File: config.mk
export PLATFORM = sky130hd
export DESIGN_NAME = lc4_pipeline
export DESIGN_NICKNAME = d
export VERILOG_FILES = /design/src/verilog/lc4_pkg.sv /design/src/verilog/lc4_fetch.sv /design/src/verilog/lc4_decoder.sv /design/src/verilog/lc4_regfile.sv /design/src/verilog/lc4_hazard_ctrl.sv /design/src/verilog/lc4_execute.sv /design/src/verilog/lc4_mem_wb.sv /design/src/verilog/lc4_pipeline.sv
export SDC_FILE = /design/constraint.sdc
export NUM_CORES = 1
export LEC_CHECK = 0
export BUFFER_PORTS_ARGS = -buffer_cell sky130_fd_sc_hd__buf_4
export CAP_MARGIN = 0
export CORE_MARGIN = 1.5
export CORE_UTILIZATION = 65
export CTS_CLUSTER_SIZE = 10
export DETAILED_ROUTE_END_ITERATION = 8
export HOLD_SLACK_MARGIN = 0.1
export PLACE_DENSITY_LB_ADDON = 0.1
export SLEW_MARGIN = 20
export SYNTH_ARGS = -nofsm -noshare
export SYNTH_HDL_FRONTEND = slang
export SYNTH_SLANG_ARGS = --single-unit
export TNS_END_PERCENT = 5
File: constraint.sdc
create_clock -name gwe -period 11.41 [get_ports gwe]
set_clock_uncertainty 0.15 [all_clocks]
set_input_delay 2.282 -clock gwe [delete_from_list [all_inputs] [get_ports gwe]]
set_output_delay 2.282 -clock gwe [all_outputs]
set_load 0.02 [all_outputs]
File: src/verilog/lc4_pkg.sv
`default_nettype none

package lc4_pkg;

   typedef logic [15:0] word_t;
   typedef logic [2:0]  reg_idx_t;
   // n, z, p from msb down
   typedef logic [2:0]  nzp_t;

   localparam word_t PC_RESET = 16'h8200;
   localparam int    NUM_REGS = 8;

   typedef enum logic [3:0] {
      OPC_BR    = 4'b0000,
      OPC_ARITH = 4'b0001,
      OPC_LOGIC = 4'b0101,
      OPC_LDR   = 4'b0110,
      OPC_STR   = 4'b0111,
      OPC_CONST = 4'b1001
   } opcode_e;

   typedef enum logic [2:0] {
      ALU_NONE,
      ALU_ADD,
      ALU_SUB,
      ALU_AND,
      ALU_OR,
      ALU_ADDI,
      ALU_CONST,
      ALU_ADDR
   } alu_op_e;

   // code 1 is unused with a single pipe
   typedef enum logic [1:0] {
      STALL_NONE  = 2'd0,
      STALL_FLUSH = 2'd2,
      STALL_LOAD  = 2'd3
   } stall_e;

   typedef enum logic [1:0] {
      BYP_REG,
      BYP_M,
      BYP_W
   } byp_e;

   typedef struct packed {
      reg_idx_t rs;
      logic     rs_re;
      reg_idx_t rt;
      logic     rt_re;
      reg_idx_t rd;
      logic     rd_we;
      logic     nzp_we;
      logic     is_load;
      logic     is_store;
      logic     is_branch;
      alu_op_e  alu_op;
   } ctrl_t;

   localparam ctrl_t CTRL_NOP = '{
      rs: 3'd0, rs_re: 1'b0, rt: 3'd0, rt_re: 1'b0, rd: 3'd0, rd_we: 1'b0,
      nzp_we: 1'b0, is_load: 1'b0, is_store: 1'b0, is_branch: 1'b0, alu_op: ALU_NONE
   };

   typedef struct packed {
      word_t  pc;
      word_t  insn;
      ctrl_t  ctrl;
      word_t  rs_data;
      word_t  rt_data;
      stall_e stall;
   } stage_t;

   typedef struct packed {
      word_t    pc;
      word_t    insn;
      stall_e   stall;
      logic     rd_we;
      reg_idx_t rd;
      word_t    rd_data;
      logic     nzp_we;
      nzp_t     nzp;
      logic     dmem_we;
      word_t    dmem_addr;
      word_t    dmem_data;
   } retire_t;

   function automatic nzp_t nzp_of(word_t value);
      return (value == 16'd0) ? 3'b010 : (value[15] ? 3'b100 : 3'b001);
   endfunction

   // empty slot, tagged with the reason it is empty
   function automatic stage_t make_bubble(stall_e kind);
      stage_t s;
      s.pc      = '0;
      s.insn    = '0;
      s.ctrl    = CTRL_NOP;
      s.rs_data = '0;
      s.rt_data = '0;
      s.stall   = kind;
      return s;
   endfunction

endpackage

`default_nettype wire

File: src/verilog/lc4_fetch.sv
`default_nettype none

module lc4_fetch (
   input  wire                 gwe,
   input  wire                 i_rst_n,
   input  wire logic           i_stall,
   input  wire logic           i_redirect,
   input  wire lc4_pkg::word_t i_target,
   input  wire lc4_pkg::word_t i_insn,
   output lc4_pkg::word_t      o_pc,
   output lc4_pkg::word_t      o_d_pc,
   output lc4_pkg::word_t      o_d_insn,
   output logic                o_d_valid
);
   import lc4_pkg::*;

   always_ff @(posedge gwe or negedge i_rst_n) begin
      if (!i_rst_n) begin
         o_pc      <= PC_RESET;
         o_d_valid <= 1'b0;
      end else if (i_redirect) begin
         // wrong-path fetch is dropped, restart at the target
         o_pc      <= i_target;
         o_d_valid <= 1'b0;
      end else if (!i_stall) begin
         o_pc      <= o_pc + 16'd1;
         o_d_valid <= 1'b1;
      end
   end

   // decode slot contents, held while decode stalls
   always_ff @(posedge gwe) begin
      if (!i_stall) begin
         o_d_pc   <= o_pc;
         o_d_insn <= i_insn;
      end
   end

endmodule

`default_nettype wire

File: src/verilog/lc4_decoder.sv
`default_nettype none

module lc4_decoder (
   input  wire lc4_pkg::word_t i_insn,
   output lc4_pkg::ctrl_t      o_ctrl
);
   import lc4_pkg::*;

   reg_idx_t   f_rd;
   reg_idx_t   f_rs;
   reg_idx_t   f_rt;
   logic [2:0] f_sub;
   logic       reg_reg_op;

   assign f_rd  = i_insn[11:9];
   assign f_rs  = i_insn[8:6];
   assign f_rt  = i_insn[2:0];
   assign f_sub = i_insn[5:3];

   always_comb begin
      o_ctrl = CTRL_NOP;
      case (opcode_e'(i_insn[15:12]))
         // zero mask never branches, stays a nop
         OPC_BR: o_ctrl.is_branch = (i_insn[11:9] != 3'b000);
         OPC_ARITH: begin
            if (i_insn[5]) begin
               o_ctrl.alu_op = ALU_ADDI;
            end else if (f_sub == 3'b000) begin
               o_ctrl.alu_op = ALU_ADD;
            end else if (f_sub == 3'b010) begin
               o_ctrl.alu_op = ALU_SUB;
            end
         end
         OPC_LOGIC: begin
            if (f_sub == 3'b000) begin
               o_ctrl.alu_op = ALU_AND;
            end else if (f_sub == 3'b010) begin
               o_ctrl.alu_op = ALU_OR;
            end
         end
         OPC_LDR: begin
            o_ctrl.alu_op  = ALU_ADDR;
            o_ctrl.is_load = 1'b1;
         end
         OPC_STR: begin
            o_ctrl.alu_op   = ALU_ADDR;
            o_ctrl.is_store = 1'b1;
         end
         OPC_CONST: o_ctrl.alu_op = ALU_CONST;
         default: o_ctrl = CTRL_NOP;
      endcase

      reg_reg_op = o_ctrl.alu_op inside {ALU_ADD, ALU_SUB, ALU_AND, ALU_OR};

      // register usage follows from the operation picked above
      if (o_ctrl.alu_op != ALU_NONE) begin
         o_ctrl.rs     = f_rs;
         o_ctrl.rs_re  = (o_ctrl.alu_op != ALU_CONST);
         // store data register sits in the rd field
         o_ctrl.rt     = o_ctrl.is_store ? f_rd : f_rt;
         o_ctrl.rt_re  = reg_reg_op || o_ctrl.is_store;
         o_ctrl.rd     = f_rd;
         o_ctrl.rd_we  = !o_ctrl.is_store;
         o_ctrl.nzp_we = !o_ctrl.is_store;
      end
   end

endmodule

`default_nettype wire

File: src/verilog/lc4_regfile.sv
`default_nettype none

module lc4_regfile (
   input  wire                    gwe,
   input  wire                    i_rst_n,
   input  wire lc4_pkg::reg_idx_t i_rs,
   input  wire lc4_pkg::reg_idx_t i_rt,
   input  wire lc4_pkg::reg_idx_t i_rd,
   input  wire logic              i_rd_we,
   input  wire lc4_pkg::word_t    i_wdata,
   output lc4_pkg::word_t         o_rs_data,
   output lc4_pkg::word_t         o_rt_data
);
   import lc4_pkg::*;

   word_t regs [NUM_REGS];

   always_ff @(posedge gwe or negedge i_rst_n) begin
      if (!i_rst_n) begin
         for (int i = 0; i < NUM_REGS; i++) begin
            regs[i] <= '0;
         end
      end else if (i_rd_we) begin
         regs[i_rd] <= i_wdata;
      end
   end

   // write-through, decode sees the value written back this cycle
   assign o_rs_data = (i_rd_we && i_rd == i_rs) ? i_wdata : regs[i_rs];
   assign o_rt_data = (i_rd_we && i_rd == i_rt) ? i_wdata : regs[i_rt];

endmodule

`default_nettype wire

File: src/verilog/lc4_hazard_ctrl.sv
`default_nettype none

module lc4_hazard_ctrl (
   input  wire lc4_pkg::ctrl_t  i_d_ctrl,
   input  wire logic            i_d_valid,
   input  wire lc4_pkg::stage_t i_x,
   input  wire lc4_pkg::ctrl_t  i_m_ctrl,
   input  wire lc4_pkg::ctrl_t  i_w_ctrl,
   input  wire logic            i_redirect,
   output logic                 o_stall_d,
   output logic                 o_flush,
   output lc4_pkg::byp_e        o_rs_sel,
   output lc4_pkg::byp_e        o_rt_sel,
   output lc4_pkg::byp_e        o_st_sel
);
   import lc4_pkg::*;

   ctrl_t x_ctrl;
   logic  load_use;

   // M is younger than W, so it is checked first
   function automatic byp_e pick_src(reg_idx_t r, logic re, ctrl_t m, ctrl_t w);
      if (re && m.rd_we && m.rd == r) begin
         return BYP_M;
      end
      if (re && w.rd_we && w.rd == r) begin
         return BYP_W;
      end
      return BYP_REG;
   endfunction

   assign x_ctrl = i_x.ctrl;

   // load data exists only in W; store data is patched in M instead
   always_comb begin
      load_use = 1'b0;
      if (x_ctrl.is_load && x_ctrl.rd_we) begin
         load_use = (i_d_ctrl.rs_re && i_d_ctrl.rs == x_ctrl.rd) ||
                    (i_d_ctrl.rt_re && i_d_ctrl.rt == x_ctrl.rd && !i_d_ctrl.is_store) ||
                    i_d_ctrl.is_branch;
      end
   end

   assign o_stall_d = i_d_valid && load_use;

   // an empty decode slot also enters execute as a flush bubble
   assign o_flush = i_redirect || !i_d_valid;

   assign o_rs_sel = pick_src(x_ctrl.rs, x_ctrl.rs_re, i_m_ctrl, i_w_ctrl);
   assign o_rt_sel = pick_src(x_ctrl.rt, x_ctrl.rt_re, i_m_ctrl, i_w_ctrl);

   // WM path for a store right behind the load of its data
   assign o_st_sel = (i_m_ctrl.is_store && i_w_ctrl.rd_we && i_w_ctrl.rd == i_m_ctrl.rt) ?
                     BYP_W : BYP_REG;

endmodule

`default_nettype wire

File: src/verilog/lc4_execute.sv
`default_nettype none

module lc4_execute (
   input  wire                  gwe,
   input  wire                  i_rst_n,
   input  wire lc4_pkg::stage_t i_x,
   input  wire lc4_pkg::byp_e   i_rs_sel,
   input  wire lc4_pkg::byp_e   i_rt_sel,
   input  wire lc4_pkg::word_t  i_m_result,
   input  wire lc4_pkg::word_t  i_w_result,
   input  wire logic            i_w_nzp_we,
   input  wire logic            i_m_nzp_we,
   output lc4_pkg::stage_t      o_result,
   output logic                 o_redirect,
   output lc4_pkg::word_t       o_target
);
   import lc4_pkg::*;

   word_t rs_val;
   word_t rt_val;
   word_t alu_out;
   word_t imm5;
   word_t imm6;
   word_t imm9;
   nzp_t  nzp_q;
   nzp_t  nzp_cur;

   function automatic word_t bypass(byp_e sel, word_t reg_val, word_t m_val, word_t w_val);
      case (sel)
         BYP_M:   return m_val;
         BYP_W:   return w_val;
         default: return reg_val;
      endcase
   endfunction

   assign imm5 = {{11{i_x.insn[4]}}, i_x.insn[4:0]};
   assign imm6 = {{10{i_x.insn[5]}}, i_x.insn[5:0]};
   assign imm9 = {{7{i_x.insn[8]}}, i_x.insn[8:0]};

   assign rs_val = bypass(i_rs_sel, i_x.rs_data, i_m_result, i_w_result);
   assign rt_val = bypass(i_rt_sel, i_x.rt_data, i_m_result, i_w_result);

   always_comb begin
      case (i_x.ctrl.alu_op)
         ALU_ADD:   alu_out = rs_val + rt_val;
         ALU_SUB:   alu_out = rs_val - rt_val;
         ALU_AND:   alu_out = rs_val & rt_val;
         ALU_OR:    alu_out = rs_val | rt_val;
         ALU_ADDI:  alu_out = rs_val + imm5;
         ALU_CONST: alu_out = imm9;
         // effective address for LDR and STR
         ALU_ADDR:  alu_out = rs_val + imm6;
         default:   alu_out = '0;
      endcase
   end

   // architectural nzp, updated as writers leave W
   always_ff @(posedge gwe or negedge i_rst_n) begin
      if (!i_rst_n) begin
         nzp_q <= 3'b000;
      end else if (i_w_nzp_we) begin
         nzp_q <= nzp_of(i_w_result);
      end
   end

   // youngest older nzp writer wins
   assign nzp_cur = i_m_nzp_we ? nzp_of(i_m_result) :
                    i_w_nzp_we ? nzp_of(i_w_result) : nzp_q;

   assign o_target   = i_x.pc + 16'd1 + imm9;
   assign o_redirect = i_x.ctrl.is_branch && |(i_x.insn[11:9] & nzp_cur);

   // alu result travels in rs_data, bypassed store data in rt_data
   always_comb begin
      o_result         = i_x;
      o_result.rs_data = alu_out;
      o_result.rt_data = rt_val;
   end

endmodule

`default_nettype wire

File: src/verilog/lc4_mem_wb.sv
`default_nettype none

module lc4_mem_wb (
   input  wire                  gwe,
   input  wire                  i_rst_n,
   input  wire lc4_pkg::stage_t i_m_in,
   input  wire lc4_pkg::byp_e   i_st_sel,
   input  wire lc4_pkg::word_t  i_dmem_rdata,
   output lc4_pkg::word_t       o_dmem_addr,
   output lc4_pkg::word_t       o_dmem_towrite,
   output logic                 o_dmem_we,
   output lc4_pkg::ctrl_t       o_m_ctrl,
   output lc4_pkg::ctrl_t       o_w_ctrl,
   output lc4_pkg::word_t       o_m_result,
   output lc4_pkg::word_t       o_w_result,
   output lc4_pkg::retire_t     o_retire
);
   import lc4_pkg::*;

   stage_t m_q;
   stage_t m_out;
   stage_t w_q;
   word_t  w_load_data;
   word_t  st_data;
   logic   w_mem_op;

   // store data may belong to the load now in W
   assign st_data = (i_st_sel == BYP_W) ? o_w_result : m_q.rt_data;

   always_comb begin
      m_out         = m_q;
      m_out.rt_data = st_data;
   end

   always_ff @(posedge gwe or negedge i_rst_n) begin
      if (!i_rst_n) begin
         m_q <= make_bubble(STALL_FLUSH);
         w_q <= make_bubble(STALL_FLUSH);
      end else begin
         m_q <= i_m_in;
         w_q <= m_out;
      end
   end

   always_ff @(posedge gwe) begin
      w_load_data <= i_dmem_rdata;
   end

   assign o_dmem_addr    = m_q.rs_data;
   assign o_dmem_we      = m_q.ctrl.is_store;
   assign o_dmem_towrite = m_q.ctrl.is_store ? st_data : '0;

   assign o_m_ctrl   = m_q.ctrl;
   assign o_m_result = m_q.rs_data;
   assign o_w_ctrl   = w_q.ctrl;
   assign o_w_result = w_q.ctrl.is_load ? w_load_data : w_q.rs_data;

   assign w_mem_op = w_q.ctrl.is_load || w_q.ctrl.is_store;

   always_comb begin
      o_retire.pc        = w_q.pc;
      o_retire.insn      = w_q.insn;
      o_retire.stall     = w_q.stall;
      o_retire.rd_we     = w_q.ctrl.rd_we;
      o_retire.rd        = w_q.ctrl.rd;
      o_retire.rd_data   = o_w_result;
      o_retire.nzp_we    = w_q.ctrl.nzp_we;
      o_retire.nzp       = nzp_of(o_w_result);
      o_retire.dmem_we   = w_q.ctrl.is_store;
      o_retire.dmem_addr = w_mem_op ? w_q.rs_data : '0;
      o_retire.dmem_data = w_q.ctrl.is_store ? w_q.rt_data :
                           (w_q.ctrl.is_load ? w_load_data : '0);
   end

endmodule

`default_nettype wire

File: src/verilog/lc4_pipeline.sv
`default_nettype none

module lc4_pipeline (
   input  wire                 gwe,
   input  wire                 i_rst_n,
   output lc4_pkg::word_t      o_cur_pc,
   input  wire lc4_pkg::word_t i_cur_insn,
   output lc4_pkg::word_t      o_dmem_addr,
   input  wire lc4_pkg::word_t i_cur_dmem_data,
   output logic                o_dmem_we,
   output lc4_pkg::word_t      o_dmem_towrite,
   output lc4_pkg::retire_t    o_retire
);
   import lc4_pkg::*;

   word_t  d_pc;
   word_t  d_insn;
   logic   d_valid;
   ctrl_t  d_ctrl;
   word_t  d_rs_data;
   word_t  d_rt_data;
   stage_t x_q;
   stage_t x_result;
   logic   stall_d;
   logic   flush;
   logic   redirect;
   word_t  target;
   byp_e   rs_sel;
   byp_e   rt_sel;
   byp_e   st_sel;
   ctrl_t  m_ctrl;
   ctrl_t  w_ctrl;
   word_t  m_result;
   word_t  w_result;

   lc4_fetch i_fetch (
      .gwe(gwe), .i_rst_n(i_rst_n), .i_stall(stall_d), .i_redirect(redirect),
      .i_target(target), .i_insn(i_cur_insn), .o_pc(o_cur_pc),
      .o_d_pc(d_pc), .o_d_insn(d_insn), .o_d_valid(d_valid)
   );

   lc4_decoder i_decoder (.i_insn(d_insn), .o_ctrl(d_ctrl));

   lc4_regfile i_regfile (
      .gwe(gwe), .i_rst_n(i_rst_n), .i_rs(d_ctrl.rs), .i_rt(d_ctrl.rt),
      .i_rd(w_ctrl.rd), .i_rd_we(w_ctrl.rd_we), .i_wdata(w_result),
      .o_rs_data(d_rs_data), .o_rt_data(d_rt_data)
   );

   lc4_hazard_ctrl i_hazard_ctrl (
      .i_d_ctrl(d_ctrl), .i_d_valid(d_valid), .i_x(x_q), .i_m_ctrl(m_ctrl),
      .i_w_ctrl(w_ctrl), .i_redirect(redirect), .o_stall_d(stall_d), .o_flush(flush),
      .o_rs_sel(rs_sel), .o_rt_sel(rt_sel), .o_st_sel(st_sel)
   );

   // decode to execute; a squashed or held slot enters as a bubble
   always_ff @(posedge gwe or negedge i_rst_n) begin
      if (!i_rst_n) begin
         x_q <= make_bubble(STALL_FLUSH);
      end else if (flush) begin
         x_q <= make_bubble(STALL_FLUSH);
      end else if (stall_d) begin
         x_q <= make_bubble(STALL_LOAD);
      end else begin
         x_q.pc      <= d_pc;
         x_q.insn    <= d_insn;
         x_q.ctrl    <= d_ctrl;
         x_q.rs_data <= d_rs_data;
         x_q.rt_data <= d_rt_data;
         x_q.stall   <= STALL_NONE;
      end
   end

   lc4_execute i_execute (
      .gwe(gwe), .i_rst_n(i_rst_n), .i_x(x_q), .i_rs_sel(rs_sel), .i_rt_sel(rt_sel),
      .i_m_result(m_result), .i_w_result(w_result), .i_w_nzp_we(w_ctrl.nzp_we),
      .i_m_nzp_we(m_ctrl.nzp_we), .o_result(x_result), .o_redirect(redirect),
      .o_target(target)
   );

   lc4_mem_wb i_mem_wb (
      .gwe(gwe), .i_rst_n(i_rst_n), .i_m_in(x_result), .i_st_sel(st_sel),
      .i_dmem_rdata(i_cur_dmem_data), .o_dmem_addr(o_dmem_addr),
      .o_dmem_towrite(o_dmem_towrite), .o_dmem_we(o_dmem_we), .o_m_ctrl(m_ctrl),
      .o_w_ctrl(w_ctrl), .o_m_result(m_result), .o_w_result(w_result),
      .o_retire(o_retire)
   );

endmodule

`default_nettype wire

==> run_results.csv <==
group,metric,value,unit
outcome,run_status,"completed",
drt,detail_route.wirelength,62.8,mm
floorplan,die_y,182,µm
timing,rsz0062_at_grt,"no",
power,report.power.total,5.88,mW
clocking,post_cts_resize_count,0,
setup_path,arrival,6.36,ns
setup_path,crit_start,"i_mem_wb.o_retire[55]",
setup_path,crit_end,"i_mem_wb.o_dmem_addr[14]",
flow_run,maxCapViolCount,0,
timing,layout_worst_path_cycle_share,53.3,%
global_routing,via_count_of_the_first_global_routing_pass,16700,
clocking,insertion_delay_to_the_later_sink_of_the_worst_skew_pair,0.58,ns
drt,vias_per_cell,6.44,
power,cellLeakagePower,10.4,nW
setup_path,path_class,"flop to flop",
synth,synthArstFlopShare,88.8,%
power,cellPowerDensity,251,mW/mm²
setup_path,critPathTopFamily,"compound AO/OA/AOI/OAI gates",
clocking,cts.sinks,427,
synth,synth_compound_gate_area_share,17.7,%
timing,fmax,164,MHz
setup_path,critical-path-slowest-cell,"and4_1",
place,io_buffer_count,173,
place,detailed_placer_s_ending_hpwl,41.5,mm
place,place.gp.congestion,0.927,
finish,final_layout_size_suffix_gt1_share,13.7,%
setup_path,data_required_time_at_the_worst_endpoint,11.69,ns
floorplan,io-pin-count,174,
synth,main_combinational_cell_family_by_area_after_synthesis,"compound AO/OA/AOI/OAI gates",
setup_path,r2r_worst_path_depth,19,
finish,stdcell_area,0.0234,mm²
synth,synth_nets,2246,
clocking,maximum_level_of_the_cts_h_tree,2,
clocking,cts_hold_buf,0,
floorplan,fp-row-count,65,
clocking,clock_tree_from_tritoncts,"built",
setup_path,timing.critical_path.fanout_max,16,
clocking,tritoncts_buffers,49,
timing,worstMarginPinSlew,1.10,ns
synth,synth.area.mux_share,3.54,%
drt,via_count,17200,
synth,synth_cell_types,82,
synth,synth_enable_flop_cells,32,
finish,insertedDiodeCount,0,
global_routing,grt_max_degree,182,
clocking,postCtsSetupBuffers,0,
drt,drc_errors,0,
finish,final_net_count,2309,
setup_path,crit_path_cell_trace,"xnor2_1, and4_1, mux2_4, and2_0, or2_2, inv_1, ha_1, mux2i_1, o21ai_0, fa_1, a21o_1, a21oi_1, o21bai_1, a2111oi_0, o41a_1, o21bai_1, a31oi_1, nor4b_1, nand4b_1",
setup_path,worst-r2r-setup-slack,5.33,ns
clocking,cts.reportedPaths.clkPinSlew,0.05,ns
timing,final_tns_setup,0,ns
floorplan,die_x,182,µm
timing,slew_headroom,26.7,%
setup_path,cp-end-kind,"flop",
global_routing,antenna_found_initial,0,
drt,drtIter0Drc,1700,
timing,period_needed,6.08,ns
floorplan,initial_utilization,66.0,%
setup_path,timing.critical_path.depth,19,
synth,post_synth_instance_area,0.0208,mm²
timing,maxSlewViolCount,0,
timing,report.final.setup_viol,0,
synth,synth_xor_xnor_area_share,3.16,%
clocking,root_buffer,"clkbuf_16",
drt,detail_route.wl_per_cell,23.5,µm
drt,ant_nets,0,
setup_path,start_kind,"flop",
drt,drt_pass1_iterations,5,
finish,syn2layout_area_growth,12.6,%
global_routing,grt_first_pass_wirelength,96.6,mm
floorplan,dieArea,0.0330,mm²
synth,syn_avg_cell_area,9.54,µm²
synth,postSynthCellCount,2178,
setup_path,cp_slowest_stage_delay,0.79,ns
synth,synth.yosys.seq_area_share,51.9,%
setup_path,r2r_end,"i_mem_wb.o_dmem_addr[14]",
power,peakVddDrop,0.194,mV
setup_path,crit_buf_inv,1,
place,placed_instance_area,0.0220,mm²
synth,synth-adder-area-share,2.12,%
synth,ys_warn_count,0,
setup_path,timing.critical_path.mode_cell,"o21bai_1",
global_routing,grt_overflow_total,0,
synth,yosys_register_bits,427,
global_routing,groute.usage.overall,38.5,%
finish,fillers,2210,
clocking,ctsLongestPathBuffers,3,
floorplan,core,0.0315,mm²
synth,top_reg_cell_synth,"dfrtp_1",
timing,finalHoldViolations,0,
worst_hold_path,path_class_of_the_lowest_slack_min_delay_path,"flop to flop",
finish,mostFrequentLayoutCells,"374 x dfrtp_1, 297 x nand2_1, 213 x buf_4",
synth,synth-simple-area-share,15.5,%
finish,final_common_cell,"dfrtp_1",
setup_path,r2r-start,"i_mem_wb.o_retire[55]",
stage by stage:
stage / setup slack, ns / hold WS, ns / instances / util [%]
2_1_floorplan: 6.56 / 0.181 / 2178 / -
3_3_place_gp: 5.63 / 0.181 / 2592 / 69.9
3_5_place_dp: 5.47 / 0.185 / 2592 / 69.9
4_1_cts: 5.39 / 0.197 / 2669 / 74.3
5_1_grt: 4.86 / 0.198 / 2669 / 74.3
6_report: 5.33 / 0.193 / 2669 / 74.3
per-layer routing:
layer / part of all wire [%] / global-route usage [%] / up-vias
li1: - / - / 7682
met1: 39 / 52.2 / 8310
met2: 46 / 60.5 / 1001
met3: 10 / 7.26 / 191
met4: 4.6 / 18.4 / 0
met5: 0 / 0 / -
worst min-delay path by stage:
stage / from / end / slack [ns] / cells after the start
3_5_place_dp: x_q[38] / i_mem_wb.o_dmem_we / 0.18 / 0
4_1_cts: i_mem_wb.m_out[59] / i_mem_wb.o_retire[65] / 0.20 / 0
5_1_grt: i_mem_wb.m_out[72] / i_mem_wb.o_retire[78] / 0.20 / 0
2_1_floorplan: x_q[0] / i_mem_wb.m_out[0] / 0.18 / 0
3_3_place_gp: i_mem_wb.m_out[79] / i_mem_wb.o_retire[85] / 0.18 / 0
6_report: i_mem_wb.m_out[59] / i_mem_wb.o_retire[65] / 0.19 / 0
flip-flops by register name, summed over array words and instances (netlist names), 32 cells and up:
signal and flops:
i_mem_wb.o_retire 39, i_mem_wb.m_out 34, i_regfile.regs 128, i_mem_wb.w_q 32
x_q 84
synth_stat cells (all sizes together) (5+ instances only):
cell	n	area, µm²
a31oi	41	263
o21ai	169	853
nor2	194	728
a21oi	156	781
o21a	15	113
nor3	23	120
dfxtp	16	320
dfstp	5	131
ha	32	400
a221o	11	110
o221ai	18	158
mux2	7	82.6
o211ai	13	97.6
nor2b	16	100
and2	59	369
o31ai	9	67.6
o22ai	18	113
dfrtp	374	9360
xor2	39	342
a22o	8	70.1
a21o	19	143
or2	8	50.1
buf	81	559
nor4	13	87.6
nand4b	6	52.6
nand4	14	87.6
edfxtp	32	961
nand2b	8	50.1
a311oi	14	123
clkbuf	123	462
a22oi	8	60.1
and3	10	62.6
mux2i	64	653
inv	67	251
nand3	44	220
xnor2	36	315
nand2	297	1110
a211oi	46	350
o211a	9	90.1
logic make-up after synthesis:
family / Yosys count
and+or+nand+nor: 713
AOI/OAI and AO/OA: 586
DFF: 427
buffers and inverters: 272
xor gates and xnor gates: 75
muxes: 71
adders and majority gates: 34
worst reg2reg max path, cell delays in order (launching register included):
cell	delay (ns)
dfrtp_1	0.61
xnor2_1	0.46
and4_1	0.79
mux2_4	0.37
and2_0	0.15
or2_2	0.31
inv_1	0.11
ha_1	0.24
mux2i_1	0.11
o21ai_0	0.14
fa_1	0.44
a21o_1	0.20
a21oi_1	0.23
o21bai_1	0.12
a2111oi_0	0.60
o41a_1	0.32
o21bai_1	0.10
a31oi_1	0.22
nor4b_1	0.08
nand4b_1	0.18
cell type report:
class	count	area, µm²	share of cell area [%]
sequential	427	10800	46.1
multi-input combinational	1479	8820	37.7
timing repair buffer	216	1650	7.03
clock buffer	72	1320	5.65
tap	402	503	2.15
inverter	68	255	1.09
clock inverter	5	72.6	0.310
power breakdown:
group          switching, mW  total [mW]  internal (mW)
Clock                  0.606        1.41          0.799
Combinational           1.31        2.13          0.813
Sequential             0.353        2.35           2.00
Total                   2.27        5.88           3.61
No activity file was read; power rests on OpenSTA's default activity.
